<file path="config.mk">
export PLATFORM = sky130hd
export DESIGN_NAME = invaders_top
export DESIGN_NICKNAME = d
export VERILOG_FILES = /design/src/invaders_pkg.sv /design/src/alien_fleet.sv /design/src/rocket_unit.sv /design/src/alien_laser.sv /design/src/game_status.sv /design/src/invaders_regs.sv /design/src/invaders_top.sv
export SDC_FILE = /design/constraint.sdc
export NUM_CORES = 1
export LEC_CHECK = 0
export ABC_AREA = 1
export BUFFER_PORTS_ARGS = -buffer_cell sky130_fd_sc_hd__clkbuf_2
export CAP_MARGIN = 20
export CORE_ASPECT_RATIO = 1.75
export CORE_MARGIN = 8
export CORE_UTILIZATION = 65
export CTS_CLUSTER_DIAMETER = 200
export CTS_CLUSTER_SIZE = 14
export DETAILED_ROUTE_END_ITERATION = 10
export GPL_TIMING_DRIVEN = 1
export HOLD_SLACK_MARGIN = 0.06
export PLACE_DENSITY = 0.86
export SYNTH_ARGS = -nofsm -noshare
export SYNTH_HDL_FRONTEND = slang
export SYNTH_SLANG_ARGS = --single-unit
</file>
<file path="constraint.sdc">
create_clock -name clk -period 11.22 [get_ports clk]
set_input_delay 1.683 -clock clk [delete_from_list [all_inputs] [get_ports clk]]
set_output_delay 1.683 -clock clk [all_outputs]
set_load 0.01 [all_outputs]
</file>
<file path="src/invaders_pkg.sv">
`default_nettype none

package invaders_pkg;

    typedef logic [9:0] coord_t;

    typedef struct packed {
        coord_t x;
        coord_t y;
    } pos_t;

    typedef struct packed {
        logic       game_over;
        logic       game_win;
        logic [1:0] lives;
    } status_t;

    // Playfield in pixels
    localparam int SCREEN_WIDTH  = 640;
    localparam int SCREEN_HEIGHT = 480;

    // Alien grid
    localparam int   ALIEN_W         = 16;
    localparam int   ALIEN_H         = 16;
    localparam int   ALIEN_H_SPACING = 60;
    localparam int   ALIEN_V_SPACING = 45;
    localparam pos_t ALIEN_START     = '{x: 10'd50, y: 10'd50};
    localparam int   ALIEN_STEP      = 2;
    localparam int   ALIEN_DROP      = 20;

    // Player ship and projectiles
    localparam int     SHIP_W       = 16;
    localparam int     SHIP_H       = 30;
    localparam coord_t SHIP_Y       = 10'd440;
    localparam coord_t SHIP_START_X = 10'd320;
    localparam int     ROCKET_W     = 7;
    localparam int     ROCKET_H     = 3;
    localparam int     ROCKET_SPEED = 2;
    localparam int     LASER_W      = 7;
    localparam int     LASER_H      = 3;
    localparam int     LASER_SPEED  = 1;

    // Game rules
    localparam logic [5:0]  EXPLOSION_TICKS = 6'd35;
    localparam logic [1:0]  START_LIVES     = 2'd3;
    localparam logic [7:0]  POINTS_PER_KILL = 8'd10;
    localparam logic [7:0]  START_PERIOD    = 8'd8;
    localparam logic [15:0] LFSR_SEED       = 16'hACE1;

    // Word indices on the Wishbone bus
    localparam logic [2:0] REG_CONTROL    = 3'd0;
    localparam logic [2:0] REG_STATUS     = 3'd1;
    localparam logic [2:0] REG_SCORE      = 3'd2;
    localparam logic [2:0] REG_HIGH_SCORE = 3'd3;
    localparam logic [2:0] REG_SHIP_X     = 3'd4;
    localparam logic [2:0] REG_ALIVE      = 3'd5;

endpackage

`default_nettype wire

</file>
<file path="src/alien_fleet.sv">
`timescale 1ns/1ps
`default_nettype none

module alien_fleet #(
    parameter int ALIEN_COLS = 6,
    parameter int ALIEN_ROWS = 3
) (
    input  wire logic                             clk,
    input  wire logic                             reset,
    input  wire logic                             step,
    input  wire logic                             restart,
    input  wire logic                             kill,
    input  wire logic [4:0]                       kill_index,
    input  wire logic                             period_dec,
    output invaders_pkg::pos_t                    fleet_origin,
    output logic [ALIEN_COLS*ALIEN_ROWS-1:0]      alive,
    output logic                                  bottom_reached
);
    import invaders_pkg::*;

    logic                  dir_right;
    logic [7:0]            period;
    logic [7:0]            count;
    logic [ALIEN_COLS-1:0] col_live;
    logic [ALIEN_ROWS-1:0] row_live;
    int                    left_col;
    int                    right_col;
    int                    low_row;
    coord_t                left_edge;
    coord_t                right_edge;
    coord_t                bottom_edge;
    logic                  hit_edge;

    // Which columns and rows still hold a living alien
    always_comb begin
        col_live = '0;
        row_live = '0;
        for (int r = 0; r < ALIEN_ROWS; r++) begin
            for (int c = 0; c < ALIEN_COLS; c++) begin
                if (alive[r*ALIEN_COLS + c]) begin
                    col_live[c] = 1'b1;
                    row_live[r] = 1'b1;
                end
            end
        end
    end

    always_comb begin
        left_col  = 0;
        right_col = 0;
        low_row   = 0;
        for (int c = ALIEN_COLS - 1; c >= 0; c--) begin
            if (col_live[c]) left_col = c;
        end
        for (int c = 0; c < ALIEN_COLS; c++) begin
            if (col_live[c]) right_col = c;
        end
        for (int r = 0; r < ALIEN_ROWS; r++) begin
            if (row_live[r]) low_row = r;
        end
    end

    assign left_edge   = fleet_origin.x + coord_t'(left_col * ALIEN_H_SPACING);
    assign right_edge  = fleet_origin.x + coord_t'(right_col * ALIEN_H_SPACING + ALIEN_W);
    assign bottom_edge = fleet_origin.y + coord_t'(low_row * ALIEN_V_SPACING + ALIEN_H);

    // Next step would carry the outermost living column off screen
    assign hit_edge = dir_right ? (right_edge + ALIEN_STEP > SCREEN_WIDTH)
                                : (left_edge < ALIEN_STEP);

    assign bottom_reached = (|alive) && (bottom_edge >= SHIP_Y - 50);

    always_ff @(posedge clk or posedge reset) begin
        if (reset) begin
            fleet_origin <= ALIEN_START;
            dir_right    <= 1'b1;
            period       <= START_PERIOD;
            count        <= '0;
            alive        <= '1;
        end else if (restart) begin
            fleet_origin <= ALIEN_START;
            dir_right    <= 1'b1;
            period       <= START_PERIOD;
            count        <= '0;
            alive        <= '1;
        end else if (step) begin
            if (kill) begin
                alive[kill_index] <= 1'b0;
            end
            if (period_dec && period > 8'd1) begin
                period <= period - 8'd1;
            end
            if (count + 8'd1 >= period) begin
                count <= '0;
                if (hit_edge) begin
                    dir_right      <= !dir_right;
                    fleet_origin.y <= fleet_origin.y + coord_t'(ALIEN_DROP);
                end else if (dir_right) begin
                    fleet_origin.x <= fleet_origin.x + coord_t'(ALIEN_STEP);
                end else begin
                    fleet_origin.x <= fleet_origin.x - coord_t'(ALIEN_STEP);
                end
            end else begin
                count <= count + 8'd1;
            end
        end
    end

endmodule

`default_nettype wire

</file>
<file path="src/rocket_unit.sv">
`timescale 1ns/1ps
`default_nettype none

module rocket_unit #(
    parameter int ALIEN_COLS = 6,
    parameter int ALIEN_ROWS = 3
) (
    input  wire logic                             clk,
    input  wire logic                             reset,
    input  wire logic                             step,
    input  wire logic                             restart,
    input  wire logic                             fire,
    input  wire logic                             left,
    input  wire logic                             right,
    input  wire logic                             ship_hit,
    input  wire invaders_pkg::pos_t               fleet_origin,
    input  wire logic [ALIEN_COLS*ALIEN_ROWS-1:0] alive,
    output invaders_pkg::pos_t                    ship_pos,
    output logic                                  kill,
    output logic [4:0]                            kill_index
);
    import invaders_pkg::*;

    coord_t     ship_x;
    logic [5:0] explode_timer;
    logic       rocket_active;
    pos_t       rocket;
    logic       hit;

    assign ship_pos = '{x: ship_x, y: SHIP_Y};

    // Walk downwards so the lowest index wins
    always_comb begin
        coord_t ax;
        coord_t ay;
        hit        = 1'b0;
        kill_index = '0;
        for (int i = ALIEN_COLS*ALIEN_ROWS - 1; i >= 0; i--) begin
            ax = fleet_origin.x + coord_t'((i % ALIEN_COLS) * ALIEN_H_SPACING);
            ay = fleet_origin.y + coord_t'((i / ALIEN_COLS) * ALIEN_V_SPACING);
            if (alive[i] && rocket.x < ax + ALIEN_W && rocket.x + ROCKET_W > ax
                    && rocket.y < ay + ALIEN_H && rocket.y + ROCKET_H > ay) begin
                hit        = 1'b1;
                kill_index = 5'(i);
            end
        end
    end

    assign kill = step && rocket_active && hit;

    always_ff @(posedge clk or posedge reset) begin
        if (reset) begin
            ship_x        <= SHIP_START_X;
            explode_timer <= '0;
            rocket_active <= 1'b0;
            rocket        <= '0;
        end else if (restart) begin
            ship_x        <= SHIP_START_X;
            explode_timer <= '0;
            rocket_active <= 1'b0;
            rocket        <= '0;
        end else if (step) begin
            // Right takes priority when both buttons are held
            if (right) begin
                if (ship_x < SCREEN_WIDTH - SHIP_W - 1) ship_x <= ship_x + 1'b1;
            end else if (left && ship_x > 1) begin
                ship_x <= ship_x - 1'b1;
            end

            if (ship_hit) begin
                explode_timer <= EXPLOSION_TICKS;
            end else if (explode_timer != '0) begin
                explode_timer <= explode_timer - 1'b1;
            end

            if (kill) begin
                rocket_active <= 1'b0;
            end else if (rocket_active) begin
                if (rocket.y < ROCKET_SPEED) begin
                    rocket_active <= 1'b0;
                end else begin
                    rocket.y <= rocket.y - coord_t'(ROCKET_SPEED);
                end
            end else if (fire && explode_timer == '0) begin
                rocket_active <= 1'b1;
                rocket.x      <= ship_x + coord_t'((SHIP_W - ROCKET_W) / 2);
                rocket.y      <= SHIP_Y - coord_t'(ROCKET_H);
            end
        end
    end

endmodule

`default_nettype wire

</file>
<file path="src/alien_laser.sv">
`timescale 1ns/1ps
`default_nettype none

module alien_laser #(
    parameter int ALIEN_COLS = 6,
    parameter int ALIEN_ROWS = 3
) (
    input  wire logic                             clk,
    input  wire logic                             reset,
    input  wire logic                             step,
    input  wire logic                             restart,
    input  wire invaders_pkg::pos_t               fleet_origin,
    input  wire logic [ALIEN_COLS*ALIEN_ROWS-1:0] alive,
    input  wire invaders_pkg::pos_t               ship_pos,
    output logic                                  ship_hit
);
    import invaders_pkg::*;

    localparam int CW = $clog2(ALIEN_COLS + 1);
    localparam int RW = $clog2(ALIEN_ROWS + 1);

    logic [15:0]   lfsr;
    logic          laser_active;
    pos_t          laser;
    logic [CW-1:0] scan_col;
    logic [RW-1:0] scan_row;
    logic          can_shoot;
    coord_t        shoot_x;
    coord_t        shoot_y;
    logic          overlap;

    // Fibonacci LFSR, taps 16 14 13 11
    always_ff @(posedge clk or posedge reset) begin
        if (reset) begin
            lfsr <= LFSR_SEED;
        end else if (restart) begin
            lfsr <= LFSR_SEED;
        end else begin
            lfsr <= {lfsr[14:0], lfsr[15] ^ lfsr[13] ^ lfsr[12] ^ lfsr[10]};
        end
    end

    // Scanned alien lives and nothing alive below it in its column
    always_comb begin
        can_shoot = alive[int'(scan_row) * ALIEN_COLS + int'(scan_col)];
        for (int r = 0; r < ALIEN_ROWS; r++) begin
            if (r > int'(scan_row) && alive[r*ALIEN_COLS + int'(scan_col)]) begin
                can_shoot = 1'b0;
            end
        end
    end

    assign shoot_x = fleet_origin.x
                   + coord_t'(int'(scan_col) * ALIEN_H_SPACING + (ALIEN_W - LASER_W) / 2);
    assign shoot_y = fleet_origin.y + coord_t'(int'(scan_row) * ALIEN_V_SPACING + ALIEN_H);

    assign overlap = laser.x < ship_pos.x + SHIP_W && laser.x + LASER_W > ship_pos.x
                  && laser.y < ship_pos.y + SHIP_H && laser.y + LASER_H > ship_pos.y;

    assign ship_hit = step && laser_active && overlap;

    always_ff @(posedge clk or posedge reset) begin
        if (reset) begin
            laser_active <= 1'b0;
            laser        <= '0;
            scan_col     <= '0;
            scan_row     <= '0;
        end else if (restart) begin
            laser_active <= 1'b0;
            laser        <= '0;
            scan_col     <= '0;
            scan_row     <= '0;
        end else if (step) begin
            if (ship_hit) begin
                laser_active <= 1'b0;
            end else if (laser_active) begin
                if (laser.y + LASER_H >= SCREEN_HEIGHT) begin
                    laser_active <= 1'b0;
                end else begin
                    laser.y <= laser.y + coord_t'(LASER_SPEED);
                end
            end else begin
                if (can_shoot && lfsr[0]) begin
                    laser_active <= 1'b1;
                    laser        <= '{x: shoot_x, y: shoot_y};
                end
                if (scan_col == CW'(ALIEN_COLS - 1)) begin
                    scan_col <= '0;
                    scan_row <= (scan_row == RW'(ALIEN_ROWS - 1)) ? '0 : scan_row + 1'b1;
                end else begin
                    scan_col <= scan_col + 1'b1;
                end
            end
        end
    end

endmodule

`default_nettype wire

</file>
<file path="src/game_status.sv">
`timescale 1ns/1ps
`default_nettype none

module game_status #(
    parameter int ALIEN_COLS = 6,
    parameter int ALIEN_ROWS = 3
) (
    input  wire logic                             clk,
    input  wire logic                             reset,
    input  wire logic                             step,
    input  wire logic                             restart,
    input  wire logic                             kill,
    input  wire logic                             ship_hit,
    input  wire logic                             bottom_reached,
    input  wire logic [ALIEN_COLS*ALIEN_ROWS-1:0] alive,
    output invaders_pkg::status_t                 status,
    output logic [7:0]                            score,
    output logic [7:0]                            high_score,
    output logic                                  period_dec
);
    import invaders_pkg::*;

    logic [1:0] kill_count;

    // Fleet speeds up on every third kill
    assign period_dec = step && kill && kill_count == 2'd2;

    always_ff @(posedge clk or posedge reset) begin
        if (reset) begin
            status     <= '{game_over: 1'b0, game_win: 1'b0, lives: START_LIVES};
            score      <= '0;
            high_score <= '0;
            kill_count <= '0;
        end else begin
            if (score > high_score) high_score <= score;

            if (restart) begin
                status     <= '{game_over: 1'b0, game_win: 1'b0, lives: START_LIVES};
                score      <= '0;
                kill_count <= '0;
            end else begin
                if (step && kill) begin
                    score      <= score + POINTS_PER_KILL;
                    kill_count <= (kill_count == 2'd2) ? 2'd0 : kill_count + 2'd1;
                end
                if (step && ship_hit && status.lives != 2'd0) begin
                    status.lives <= status.lives - 2'd1;
                end
                // Flags follow one edge after their cause
                if (status.lives == 2'd0 || bottom_reached) status.game_over <= 1'b1;
                if (alive == '0) status.game_win <= 1'b1;
            end
        end
    end

endmodule

`default_nettype wire

</file>
<file path="src/invaders_regs.sv">
`timescale 1ns/1ps
`default_nettype none

module invaders_regs #(
    parameter int ALIEN_COLS = 6,
    parameter int ALIEN_ROWS = 3
) (
    input  wire logic                             clk,
    input  wire logic                             reset,
    input  wire logic                             frame_tick,
    input  wire logic                             wb_cyc,
    input  wire logic                             wb_stb,
    input  wire logic                             wb_we,
    input  wire logic [2:0]                       wb_adr,
    input  wire logic [31:0]                      wb_dat_w,
    output logic [31:0]                           wb_dat_r,
    output logic                                  wb_ack,
    input  wire invaders_pkg::status_t            status,
    input  wire logic [7:0]                       score,
    input  wire logic [7:0]                       high_score,
    input  wire invaders_pkg::pos_t               ship_pos,
    input  wire logic [ALIEN_COLS*ALIEN_ROWS-1:0] alive,
    output logic                                  step,
    output logic                                  restart
);
    import invaders_pkg::*;

    logic        run;
    logic        req;
    logic [31:0] read_data;

    assign req  = wb_cyc && wb_stb && !wb_ack;
    assign step = frame_tick && run && !status.game_over && !status.game_win;

    always_comb begin
        case (wb_adr)
            REG_CONTROL:    read_data = {31'b0, run};
            REG_STATUS:     read_data = 32'(status);
            REG_SCORE:      read_data = 32'(score);
            REG_HIGH_SCORE: read_data = 32'(high_score);
            REG_SHIP_X:     read_data = 32'(ship_pos.x);
            REG_ALIVE:      read_data = 32'(alive);
            default:        read_data = '0;
        endcase
    end

    // Single-cycle ack, restart bit self-clears
    always_ff @(posedge clk or posedge reset) begin
        if (reset) begin
            run     <= 1'b0;
            wb_ack  <= 1'b0;
            restart <= 1'b0;
        end else begin
            wb_ack  <= req;
            restart <= 1'b0;
            if (req && wb_we && wb_adr == REG_CONTROL) begin
                run     <= wb_dat_w[0];
                restart <= wb_dat_w[1];
            end
        end
    end

    always_ff @(posedge clk) begin
        if (req) wb_dat_r <= read_data;
    end

endmodule

`default_nettype wire

</file>
<file path="src/invaders_top.sv">
`timescale 1ns/1ps
`default_nettype none

module invaders_top #(
    parameter int ALIEN_COLS = 6,
    parameter int ALIEN_ROWS = 3
) (
    input  wire logic        clk,
    input  wire logic        reset,
    input  wire logic        frame_tick,
    input  wire logic        fire,
    input  wire logic        left,
    input  wire logic        right,
    input  wire logic        wb_cyc,
    input  wire logic        wb_stb,
    input  wire logic        wb_we,
    input  wire logic [2:0]  wb_adr,
    input  wire logic [31:0] wb_dat_w,
    output logic [31:0]      wb_dat_r,
    output logic             wb_ack
);
    import invaders_pkg::*;

    logic                             step;
    logic                             restart;
    pos_t                             fleet_origin;
    pos_t                             ship_pos;
    logic [ALIEN_COLS*ALIEN_ROWS-1:0] alive;
    logic                             bottom_reached;
    logic                             kill;
    logic [4:0]                       kill_index;
    logic                             ship_hit;
    logic                             fleet_period_dec;
    status_t                          status;
    logic [7:0]                       score;
    logic [7:0]                       high_score;

    invaders_regs #(.ALIEN_COLS(ALIEN_COLS), .ALIEN_ROWS(ALIEN_ROWS)) u_regs (
        .clk        (clk),
        .reset      (reset),
        .frame_tick (frame_tick),
        .wb_cyc     (wb_cyc),
        .wb_stb     (wb_stb),
        .wb_we      (wb_we),
        .wb_adr     (wb_adr),
        .wb_dat_w   (wb_dat_w),
        .wb_dat_r   (wb_dat_r),
        .wb_ack     (wb_ack),
        .status     (status),
        .score      (score),
        .high_score (high_score),
        .ship_pos   (ship_pos),
        .alive      (alive),
        .step       (step),
        .restart    (restart)
    );

    alien_fleet #(.ALIEN_COLS(ALIEN_COLS), .ALIEN_ROWS(ALIEN_ROWS)) u_fleet (
        .clk            (clk),
        .reset          (reset),
        .step           (step),
        .restart        (restart),
        .kill           (kill),
        .kill_index     (kill_index),
        .period_dec     (fleet_period_dec),
        .fleet_origin   (fleet_origin),
        .alive          (alive),
        .bottom_reached (bottom_reached)
    );

    rocket_unit #(.ALIEN_COLS(ALIEN_COLS), .ALIEN_ROWS(ALIEN_ROWS)) u_rocket (
        .clk          (clk),
        .reset        (reset),
        .step         (step),
        .restart      (restart),
        .fire         (fire),
        .left         (left),
        .right        (right),
        .ship_hit     (ship_hit),
        .fleet_origin (fleet_origin),
        .alive        (alive),
        .ship_pos     (ship_pos),
        .kill         (kill),
        .kill_index   (kill_index)
    );

    alien_laser #(.ALIEN_COLS(ALIEN_COLS), .ALIEN_ROWS(ALIEN_ROWS)) u_laser (
        .clk          (clk),
        .reset        (reset),
        .step         (step),
        .restart      (restart),
        .fleet_origin (fleet_origin),
        .alive        (alive),
        .ship_pos     (ship_pos),
        .ship_hit     (ship_hit)
    );

    game_status #(.ALIEN_COLS(ALIEN_COLS), .ALIEN_ROWS(ALIEN_ROWS)) u_status (
        .clk            (clk),
        .reset          (reset),
        .step           (step),
        .restart        (restart),
        .kill           (kill),
        .ship_hit       (ship_hit),
        .bottom_reached (bottom_reached),
        .alive          (alive),
        .status         (status),
        .score          (score),
        .high_score     (high_score),
        .period_dec     (fleet_period_dec)
    );

endmodule

`default_nettype wire

</file>
==> implementation parameters, run 1 <==
Parameter                              Value

Critical path
  Worst-path cell with the longest stage delay    fa_1
  Top cell by count, worst path    inv_1
  Type of destination of the critical path    flop
  Worst setup SP type    flop
  Crit path kind    flop to flop
  Worst-path maximum fanout    6
  Critical path data required time    between 10000 and 15000 ps
  Worst path arrival time    6330 ps
  Max stage delay on crit path    between 400 and 500 ps
  Cell family contributing the most delay on the critical path    simple AND/OR/NAND/NOR gates
  CP Buf/Inv Count    5

Die
  Initial Util    66.1%
  Standard-cell rows    ~80
  Number of I/O pins    77
  Floorplan Core Area    ~0.029 mm2
  Die width    about 140 um
  Total Die Area    0.0350 mm2
  Overall die height    242 um

Timing
  Setup Total Neg Slack    0 ps
  Maximum operating frequency    ~170 MHz
  Slew Limit Fails    0
  Number of hold violations in the final report    0
  Final worst-path cycle share    between 50% and 60%
  Actual slew at the worst max-slew pin    1100 ps
  Post-layout minimum cycle time    between 6000 and 7000 ps
  Rel. slew slack    25.7%
  Unrepaired setup endpoints after global routing    false
  Final setup skew    roughly 16 ps
  Setup violations, final    0

Power
  Static Leakage    10.2 nW
  Total power per unit cell area    roughly 150 mW/mm2
  Peak VDD IR    roughly 0.13 mV
  Overall power after layout    a little under 3 mW

GRT
  First-pass GRT wire length    between 80000 and 90000 um
  Overflow left after global routing    0
  Pin count of the biggest net entering global routing    100
  Number of global-route vias before repair    about 18000
  Gr usage total    31.6%
  Number of antenna violations at the first check in global routing    0

Cells and area
  Sequential standard cell area    0.00447 mm2
  Proportion of layout cells with a drive suffix above 1    roughly 8.4%
  Net count reported at finish    just under 3000
  Count of filler cells inserted in the layout    roughly 2400
  Multi-input combinational cell area    between 0.01 and 0.015 mm2
  Synth-to-layout area growth    5.43%

Synthesis
  Cell variety after synth    slightly below 80
  Dominant synthesized flop cell    dfrtp_1
  Number of warnings issued by yosys    0
  Post-synth EDFFs    18
  Mapped Area    roughly 0.019 mm2
  Post-synthesis instance total    2528
  Share of synthesized flip-flops with an asynchronous set or reset    89.6%
  Seq cells post-synth    ~170
  Sequential share of the synthesized area    around a quarter
  Avg Inst Size Synth    roughly 7.5 um2

Clock network
  Number of post-CTS setup repair buffers    0
  Deepest level of the CTS H-tree    4
  TritonCTS clock tree    yes
  Cell at the root of the clock tree    clkbuf_16
  Cts-stage hold buffer count    0
  Number of clock buffers inserted by TritonCTS    17
  Clock latency on the worst-skew pair    ~460 ps
  Number of sinks handled by clock tree synthesis    around 170
  Clk buf depth    2
  Number of resized instances in the post-cts repair step    0
  Clock slew at reported path FFs    about 70 ps

Placed design
  Final HPWL DP    ~43000 um
  Weighted congestion at the end of routability-driven global placement    1.00
  Number of I/O port buffers    32

Hold path
  Class of the worst hold path    flop to flop

Routing
  Final ANT Viol Nets    0
  DRC marker count from the first detailed-route iteration    around 1200
  Post-Route WL    between 50000 and 60000 um
  Vias/cell    ~6.0
  Vias after detailed routing    between 15000 and 20000
  Number of DRC violations after detailed routing    0
  Detailed-routing iteration count for the pre-antenna-repair pass    5
  WL/cell    around 19 um

Job
  Reported max-cap violation count    0

Status
  Result of the run    finished, final reports clean
[final cells by class]
class	instances	share of cell area (%)
multi-input combinational	1915	63.6
sequential	173	22.4
inverter	400	7.58
tap	378	2.37
clock buffer	20	2.30
timing repair buffer	40	1.10
clock inverter	12	0.646
antenna	1	0.0126
[through the flow]
| step | std cells | worst slack [ps] | utilization, % | hold slack [ps] | area [um2] |
|---|---|---|---|---|---|
| after floorplan | 2543 | 5420 | - | 410 | 19000 |
| after global placement | 2906 | 5370 | 67.6 | 417 | 19300 |
| after detailed placement | 2906 | 5240 | 67.6 | 415 | 19300 |
| after CTS | 2938 | 5210 | 69.6 | 433 | 19900 |
| after global routing | 2938 | 4430 | 69.6 | 456 | 19900 |
| final | 2939 | 5200 | 69.6 | 437 | 19900 |
[placed cells by master (no fill, tap or decap), types with 22 or more instances in the layout]
master / instances
ha_1: 317
nand3_1: 146
inv_1: 378
dfrtp_1: 116
clkbuf_2: 32
nand2_2: 22
nand4_1: 44
xor2_1: 101
nand2_1: 429
a21oi_1: 155
xnor2_1: 27
o21ai_0: 145
nor2_1: 206
dfstp_2: 38
nor3_1: 56
[worst register-to-register path: cells and delay by family (launching register included)]
family          cells  cell delay [ps]
xor+xnor            3              450
compound gates      3              540
simple gates       11             2160
flops               1              390
fa+ha+maj           5             1710
buf+inv             5              630
[layer usage]
layer  up-vias  track usage (%)  share of wire [%]
met5         -                0                  0
met2       639             58.3                 52
met4         0             27.2                9.1
met1      8263             30.1                 34
met3       303             4.84                5.4
li1       8439                -                  -
[Yosys cell counts (15+ instances only)]
cell type  instances  area, um2
nand2_1          429       1610
clkbuf_1          23       86.3
inv_2             15       56.3
edfxtp_1          18        541
a21oi_1          155        776
o22ai_1           16        100
o21ai_0          145        726
o211ai_1          15        113
nand4_1           44        275
nor3_1            56        280
nand3_1          146        731
dfstp_2           38        998
nor2_1           207        777
nand2_2           22        138
xor2_1           101        885
xnor2_1           27        236
ha_1             317       3970
inv_1            380       1430
dfrtp_1          117       2930
buf_4             18        135
fa_1              18        360
[kinds of logic (layout without fill, tap and decap cells)]
logic type | after synthesis | after routing | synth area share [%]
xor gates and xnor gates | 132 | 132 | 6.27
DFF | 173 | 173 | 23.6
buffers and inverters | 455 | 472 | 9.67
adders and majority gates | 335 | 335 | 22.9
other | 2 | 18 | 0.0397
AOI/OAI and AO/OA | 448 | 448 | 14.0
muxes | 3 | 3 | 0.165
and+or+nand+nor | 980 | 980 | 23.4
[power by group]
| group | total, mW | leakage, nW | internal (mW) | switching [mW] |
|---|---|---|---|---|
| registers | 0.860 | 1.99 | 0.740 | 0.120 |
| logic | 1.51 | 7.95 | 0.558 | 0.952 |
| clock network | 0.607 | 0.290 | 0.325 | 0.282 |
| total | 2.98 | 10.2 | 1.62 | 1.35 |
[worst paths after layout]
path / from / to / slack [ps] / cells past startpoint
max: u_fleet.alive[5] / u_fleet.fleet_origin[9] / 5200 / 27
min: u_laser.lfsr[14] / u_laser.lfsr[15] / 440 / 1
max reg2reg: u_fleet.alive[5] / u_fleet.fleet_origin[9] / 5200 / 27
min reg2reg: u_laser.lfsr[14] / u_laser.lfsr[15] / 440 / 1
max in group asynchronous: reset / u_fleet.fleet_origin[8] / 8460 / 3
min in group asynchronous: reset / u_rocket.ship_x[2] / 1440 / 2
[sequential cells by signal (all words and copies together), names as in the netlist, 2 cells and up]
register,cells
u_rocket.rocket,20
u_fleet.fleet_origin,18
u_fleet.count,8
u_status.high_score,7
u_fleet.period,8
u_rocket.explode_timer,6
u_status.kill_count,2
u_status.score,7
u_laser.lfsr,16
u_laser.scan_row,2
u_fleet.alive,18
u_regs.wb_dat_r,18
u_rocket.ship_x,10
u_status.status,4
u_laser.laser,20
u_laser.scan_col,3
Power figures use the tool's default switching activity.
==> run 2: changes to the inputs <==
--- a/config.mk
+++ b/config.mk
@@ -10,13 +10,13 @@
 export CAP_MARGIN = 20
 export CORE_ASPECT_RATIO = 1.75
 export CORE_MARGIN = 8
-export CORE_UTILIZATION = 65
+export CORE_UTILIZATION = 64
 export CTS_CLUSTER_DIAMETER = 200
 export CTS_CLUSTER_SIZE = 14
 export DETAILED_ROUTE_END_ITERATION = 10
 export GPL_TIMING_DRIVEN = 1
 export HOLD_SLACK_MARGIN = 0.06
-export PLACE_DENSITY = 0.86
+export PLACE_DENSITY = 0.85
 export SYNTH_ARGS = -nofsm -noshare
 export SYNTH_HDL_FRONTEND = slang
 export SYNTH_SLANG_ARGS = --single-unit
==> constraint.sdc (replaced) <==
create_clock -name clk -period 6 [get_ports clk]
set_input_delay 0.9 -clock clk [delete_from_list [all_inputs] [get_ports clk]]
set_output_delay 0.9 -clock clk [all_outputs]
set_load 0.01 [all_outputs]
==> run 2 against run 1 <==
Combinational power increased by 93%. Sequential cell count unchanged. Utilization decreased by 0.94 points. Sequential share of layout area decreased by 0.13 points. Clock power increased by 85%. Critical path depth increased by 1. Routed wire length decreased by 1.4%. Final area increased by 0.56%. Hold slack improved by 7.1 ps. Critical path type unchanged. Critical endpoint unchanged. Largest power group unchanged.
==> implementation parameters, run 2 (synthesis gave the netlist of run 1 again) <==
Parameter                              Value

Status
  Result of the run    finished, final reports clean

Cells and area
  Sequential standard cell area    0.00447 mm2 (unchanged)
  Count of filler cells inserted in the layout    2444 (+2.3%)
  Finished Layout Cells    2956 (+0.58%)
  Synth-to-layout area growth    6.02%
  Largest registers    u_laser.laser x20, u_rocket.rocket x20
  Multi-input combinational cell area    0.0127 mm2 (about the same)
  Leading cell type in the layout, fill and taps excluded    nand2_1
  Proportion of layout cells with a drive suffix above 1    8.94% (+0.58 points)
  Net count reported at finish    2939 (+0.44%)
  Most used cells in the layout excluding fill and tap cells    nand2_1, inv_1, ha_1

Critical path
  Worst-path cell with the longest stage delay    fa_1
  Origin of the critical flop-to-flop path    u_fleet.alive[5]
  Type of destination of the critical path    flop
  Crit path kind    flop to flop
  Cell depth of the worst flop-to-flop path    28 (+3.7%)
  Worst-path maximum fanout    6 (unchanged)
  Critical path data required time    6310 ps (-5220 ps)
  Worst setup SP type    flop
  Worst path arrival time    5870 ps (-460 ps)
  Max stage delay on crit path    550 ps (+80 ps)
  Worst setup path startpoint    u_fleet.alive[5]

Die
  Floorplan Core Area    0.0292 mm2 (+1.9%)
  Standard-cell rows    83 (+1.2%)
  Total Die Area    0.0355 mm2 (+1.4%)
  Overall die height    243 um (+0.73%)
  Number of I/O pins    77 (unchanged)
  Die width    146 um (+0.69%)
  Initial Util    64.8% (-1.3 points)

Routing
  Number of DRC violations after detailed routing    0 (unchanged)
  Vias/cell    5.99 (-0.18%)
  Post-Route WL    54500 um (-1.4%)
  Final ANT Viol Nets    0 (unchanged)
  Vias after detailed routing    17700 (+0.40%)
  WL/cell    18.4 um (-1.9%)
  Detailed-routing iteration count for the pre-antenna-repair pass    6 (+1)
  DRC marker count from the first detailed-route iteration    1172 (-1.4%)

GRT
  Overflow left after global routing    0 (unchanged)
  Pin count of the biggest net entering global routing    104 (+4.0%)
  GR met1 Demand/Resource    28.9% (-1.1 points)
  Number of antenna violations at the first check in global routing    0 (unchanged)
  Number of global-route vias before repair    18000 (+0.97%)
  First-pass GRT wire length    87500 um (-1.9%)
  Global Route met2 Usage    56.2% (-2.1 points)
  Met3 layer usage reported by global route    4.99% (+0.15 points)
  Gr usage total    30.7% (-0.90 points)
  Busiest metal layer after global routing    met2

Timing
  Final worst-path cycle share    92.5% (+39 points)
  Rel. slew slack    39.2% (+13 points)
  Setup Total Neg Slack    0 ps (unchanged)
  Final setup skew    18.9 ps (+2.99 ps)
  Maximum operating frequency    180 MHz (+8.4%)
  Setup violations, final    0 (unchanged)
  Unrepaired setup endpoints after global routing    false
  Post-layout minimum cycle time    5550 ps (-468 ps)
  Number of hold violations in the final report    0 (unchanged)
  Slew Limit Fails    0 (unchanged)
  Actual slew at the worst max-slew pin    912 ps (-191 ps)

Placed design
  Number of I/O port buffers    32 (unchanged)
  Weighted congestion at the end of routability-driven global placement    1.01 (+0.80%)
  Final HPWL DP    43000 um (-0.53%)
  Cells after DPL    2923 (+0.58%)

Clock network
  Number of post-CTS setup repair buffers    0 (unchanged)
  Cell at the root of the clock tree    clkbuf_16
  Clock slew at reported path FFs    80 ps (about the same)
  Clk buf depth    2 (unchanged)
  Number of clock buffers inserted by TritonCTS    17 (unchanged)
  Number of sinks handled by clock tree synthesis    173 (unchanged)
  Clock latency on the worst-skew pair    470 ps (about the same)
  TritonCTS clock tree    yes
  Cts-stage hold buffer count    0 (unchanged)
  Deepest level of the CTS H-tree    4 (unchanged)

Job
  Reported max-cap violation count    0 (unchanged)

Power
  Static Leakage    10.3 nW (+0.66%)
  Peak VDD IR    0.265 mV (+100%)
  Total power per unit cell area    280 mW/mm2 (+88%)
  Overall power after layout    5.62 mW (+89%)

Hold path
  Class of the worst hold path    flop to flop
  Number of cells traversed by the worst hold path    1 (unchanged)
  Start point of the worst min-delay path    u_laser.lfsr[14]
==> run 2: changes by cell type in the layout (fill, tap and decap cells not counted) <==
cell / before / now
buf_4: 8 / 21
nor3_1: 56 / 55
clkinv_4: 3 / 0
inv_4: 0 / 1
inv_8: 1 / 3
bufinv_16: 1 / 0
nor3_2: 1 / 2
clkbuf_1: 2 / 0
clkinv_8: 1 / 5
clkbuf_16: 18 / 17
==> run 2: power by group <==
part           internal [mW]  switching, mW
sequential              1.38          0.197
clock                  0.558          0.566
combinational           1.07           1.84
total                   3.01           2.61
==> run 2: per-stage QoR <==
stage	hold slack [ps]	cell area [um2]	utilization, %	setup WS [ps]
after floorplan	410	19000	-	894
after detailed placement	424	19400	66.6	445
after global routing	471	20000	68.7	39.1
final	444	20000	68.7	448
after global placement	417	19400	66.6	518
after CTS	448	20000	68.7	413
==> run 2: worst paths after layout <==
check | slack (ps) | end
max in group asynchronous | 4070 | u_fleet.fleet_origin[13]
min reg2reg | 440 | u_laser.lfsr[15]
min in group asynchronous | 640 | u_rocket.ship_x[2]
max reg2reg | 450 | u_fleet.fleet_origin[9]
max | 450 | u_fleet.fleet_origin[9]
min | 440 | u_laser.lfsr[15]
==> run 2: layer usage <==
layer | share of wire [%] | vias to the layer above
li1 | - | 8477
met1 | 34 | 8248
met2 | 51 | 693
met3 | 5.2 | 297
met4 | 9.5 | 0
met5 | 0 | -
==> run 2: timing repair <==
item | CTS | global route
endpoints found under the hold margin | 0 | 0
endpoints found under the setup margin | 0 | 5
gates resized for setup | 0 | 1
==> run 2: cell type report <==
| class | instances | share of cell area [%] |
|---|---|---|
| inverter | 400 | 7.54 |
| tap | 382 | 2.38 |
| multi-input combinational | 1915 | 63.2 |
| clock inverter | 15 | 0.830 |
| clock buffer | 17 | 2.12 |
| antenna | 1 | 0.0125 |
| timing repair buffer | 53 | 1.59 |
| sequential | 173 | 22.3 |
==> run 2: worst max-delay path, delay by kind of cell (launching register included) <==
kind	cells	cell delay, ps
AO/OA/AOI/OAI	4	860
buffers and inverters	5	510
XOR/XNOR	3	480
flip-flops	1	380
adder cells (fa/ha/maj)	5	1800
AND/OR/NAND/NOR	11	1370
==> run 3: changes to the inputs <==
--- a/config.mk
+++ b/config.mk
@@ -10,13 +10,14 @@
 export CAP_MARGIN = 20
 export CORE_ASPECT_RATIO = 1.75
 export CORE_MARGIN = 8
-export CORE_UTILIZATION = 64
+export CORE_UTILIZATION = 65
+export CTS_BUF_LIST = sky130_fd_sc_hd__clkbuf_4
 export CTS_CLUSTER_DIAMETER = 200
 export CTS_CLUSTER_SIZE = 14
 export DETAILED_ROUTE_END_ITERATION = 10
 export GPL_TIMING_DRIVEN = 1
 export HOLD_SLACK_MARGIN = 0.06
-export PLACE_DENSITY = 0.85
+export PLACE_DENSITY = 0.86
 export SYNTH_ARGS = -nofsm -noshare
 export SYNTH_HDL_FRONTEND = slang
 export SYNTH_SLANG_ARGS = --single-unit
==> run 3 against run 2 <==
Power shrank 7.6%. Sequential cell count is the same. Critical path depth is the same. Count of clock-buffer cells in the layout grew 2. Sequential share of layout area grew 0.33 points. Via count shrank 1.6%.
==> implementation parameters, run 3 (synthesis gave the netlist of run 1 again) <==
Parameter                              Value

Status
  Result of the run    finished, final reports clean

GRT
  Number of global-route vias before repair    17500 (-2.7%)
  First-pass GRT wire length    87100 um (-0.43%)
  Overflow left after global routing    0 (unchanged)
  Pin count of the biggest net entering global routing    98 (-5.8%)
  Number of antenna violations at the first check in global routing    2 (+2)
  Gr usage total    31.0% (+0.25 points)

Timing
  Setup violations, final    0 (unchanged)
  Final setup skew    23.0 ps (+4.17 ps)
  Number of hold violations in the final report    0 (unchanged)
  Rel. slew slack    40.1% (+0.95 points)
  Post-layout minimum cycle time    5590 ps (+40.5 ps)
  Final worst-path cycle share    93.2% (+0.67 points)
  Maximum operating frequency    179 MHz (-0.72%)
  Post-Route Hold Slack    419 ps (-25.4 ps)
  Slew Limit Fails    0 (unchanged)
  Actual slew at the worst max-slew pin    898 ps (-14.3 ps)

Critical path
  Worst path arrival time    6100 ps (+230 ps)
  Worst setup SP type    flop
  Max stage delay on crit path    560 ps (about the same)
  Type of destination of the critical path    flop
  Worst-path cell with the longest stage delay    fa_1
  Crit path kind    flop to flop
  Top cell by count, worst path    inv_1
  Critical path data required time    6510 ps (+200 ps)
  Worst-path maximum fanout    6 (unchanged)

Die
  Standard-cell rows    82 (-1.2%)
  Number of I/O pins    77 (unchanged)
  Initial Util    66.1% (+1.3 points)
  Overall die height    242 um (-0.72%)
  Total Die Area    0.0350 mm2 (-1.4%)
  Floorplan Core Area    0.0286 mm2 (-1.9%)
  Die width    145 um (-0.69%)

Cells and area
  Final non-filler cell area    0.0198 mm2 (-1.4%)
  Largest registers    u_laser.laser x20, u_rocket.rocket x20
  Leading cell type in the layout, fill and taps excluded    nand2_1
  Net count reported at finish    2938 (-0.034%)
  Proportion of layout cells with a drive suffix above 1    9.06% (+0.12 points)
  Synth-to-layout area growth    4.49%
  Most used cells in the layout excluding fill and tap cells    nand2_1, inv_1, ha_1

Clock network
  Number of clock buffers inserted by TritonCTS    17 (unchanged)
  Number of sinks handled by clock tree synthesis    173 (unchanged)
  TritonCTS clock tree    yes
  Clk buf depth    2 (unchanged)
  Cts-stage hold buffer count    0 (unchanged)
  Deepest level of the CTS H-tree    4 (unchanged)
  Clock slew at reported path FFs    160 ps (+80 ps)
  Clock latency on the worst-skew pair    650 ps (+180 ps)
  Cell at the root of the clock tree    clkbuf_4

Routing
  Detailed-routing iteration count for the pre-antenna-repair pass    6 (unchanged)
  WL/cell    18.2 um (-1.3%)
  Post-Route WL    53700 um (-1.4%)
  Vias after detailed routing    17400 (-1.6%)
  DRC marker count from the first detailed-route iteration    953 (-19%)
  Final ANT Viol Nets    0 (unchanged)
  Vias/cell    5.90 (-1.5%)
  Number of DRC violations after detailed routing    0 (unchanged)

Placed design
  Final HPWL DP    43100 um (+0.42%)
  Weighted congestion at the end of routability-driven global placement    0.997 (-1.2%)
  Number of I/O port buffers    32 (unchanged)
  Post-Place Cell Area    0.0194 mm2 (about the same)

Power
  Static Leakage    10.1 nW (-1.4%)
  Peak VDD IR    0.220 mV (-17%)
  Total power per unit cell area    263 mW/mm2 (-6.2%)

Hold path
  Class of the worst hold path    input port to async pin

Job
  Reported max-cap violation count    0 (unchanged)
run 3: final timing paths:
path                                  start                 endpoint  slack, ps  depth (start not counted)
max in group asynchronous             reset  u_fleet.fleet_origin[7]       4200                          3
min in group clk                wb_dat_w[1]           u_regs.restart        420                          3
min reg2reg                 u_laser.lfsr[9]         u_laser.lfsr[10]        460                          1
max                        u_fleet.alive[4]  u_fleet.fleet_origin[9]        410                         28
max reg2reg                u_fleet.alive[4]  u_fleet.fleet_origin[9]        410                         28
min                                   reset        u_status.score[7]        420                          2
run 3: what timing repair did:
| item | in CTS | in global routing |
|---|---|---|
| endpoints found under the setup margin | 0 | 9 |
| buffers inserted | 0 | 0 |
| resized for setup | 0 | 5 |
run 3: area by class of cell:
cell class                 instances  area [um2]
fill                            2445        8870
tap                              378         473
sequential                       173        4470
antenna                            3        7.51
multi-input combinational       1915       12700
timing repair buffer              52         310
clock buffer                      19         143
inverter                         400        1510
clock inverter                    13         153
run 3: per-layer routing:
metal  GRT usage [%]  part of all wire [%]  vias to the layer above  wire length [um]
met5               0                     0                        -                 0
met3            4.17                   4.7                      254              2520
met4            27.0                   9.3                        0              4990
met1            29.7                    34                     8066             18400
li1                -                     -                     8480                 -
met2            57.1                    52                      629             27800
run 3: worst max-delay path: cells and delay by family, from the launching register on:
family                   cells  cell delay (ps)
AND/OR/NAND/NOR             11             1430
XOR/XNOR                     3              490
adder cells (fa/ha/maj)      5             1830
AO/OA/AOI/OAI                4              720
buffers and inverters        5              560
flip-flops                   1              400
run 3: power by group:
part           internal [mW]  leakage, nW  switching, mW  total [mW]
registers               1.38         1.99          0.197        1.58
clock network          0.266        0.157          0.457       0.723
logic                   1.07         8.01           1.81        2.89
total                   2.72         10.1           2.47        5.19
run 3: through the flow:
| stage | instances | TNS [ps] | total power [mW] | util, % | worst slack [ps] |
|---|---|---|---|---|---|
| after floorplan | 2543 | 0 | 3.69 | - | 894 |
| after global placement | 2918 | 0 | 4.30 | 67.9 | 339 |
| after detailed placement | 2918 | 0 | 4.44 | 67.9 | 240 |
| after CTS | 2950 | 0 | 5.17 | 68.9 | 203 |
| after global routing | 2952 | -9.79 | 5.65 | 69.0 | -9.79 |
| final | 2953 | 0 | 5.19 | 69.0 | 408 |
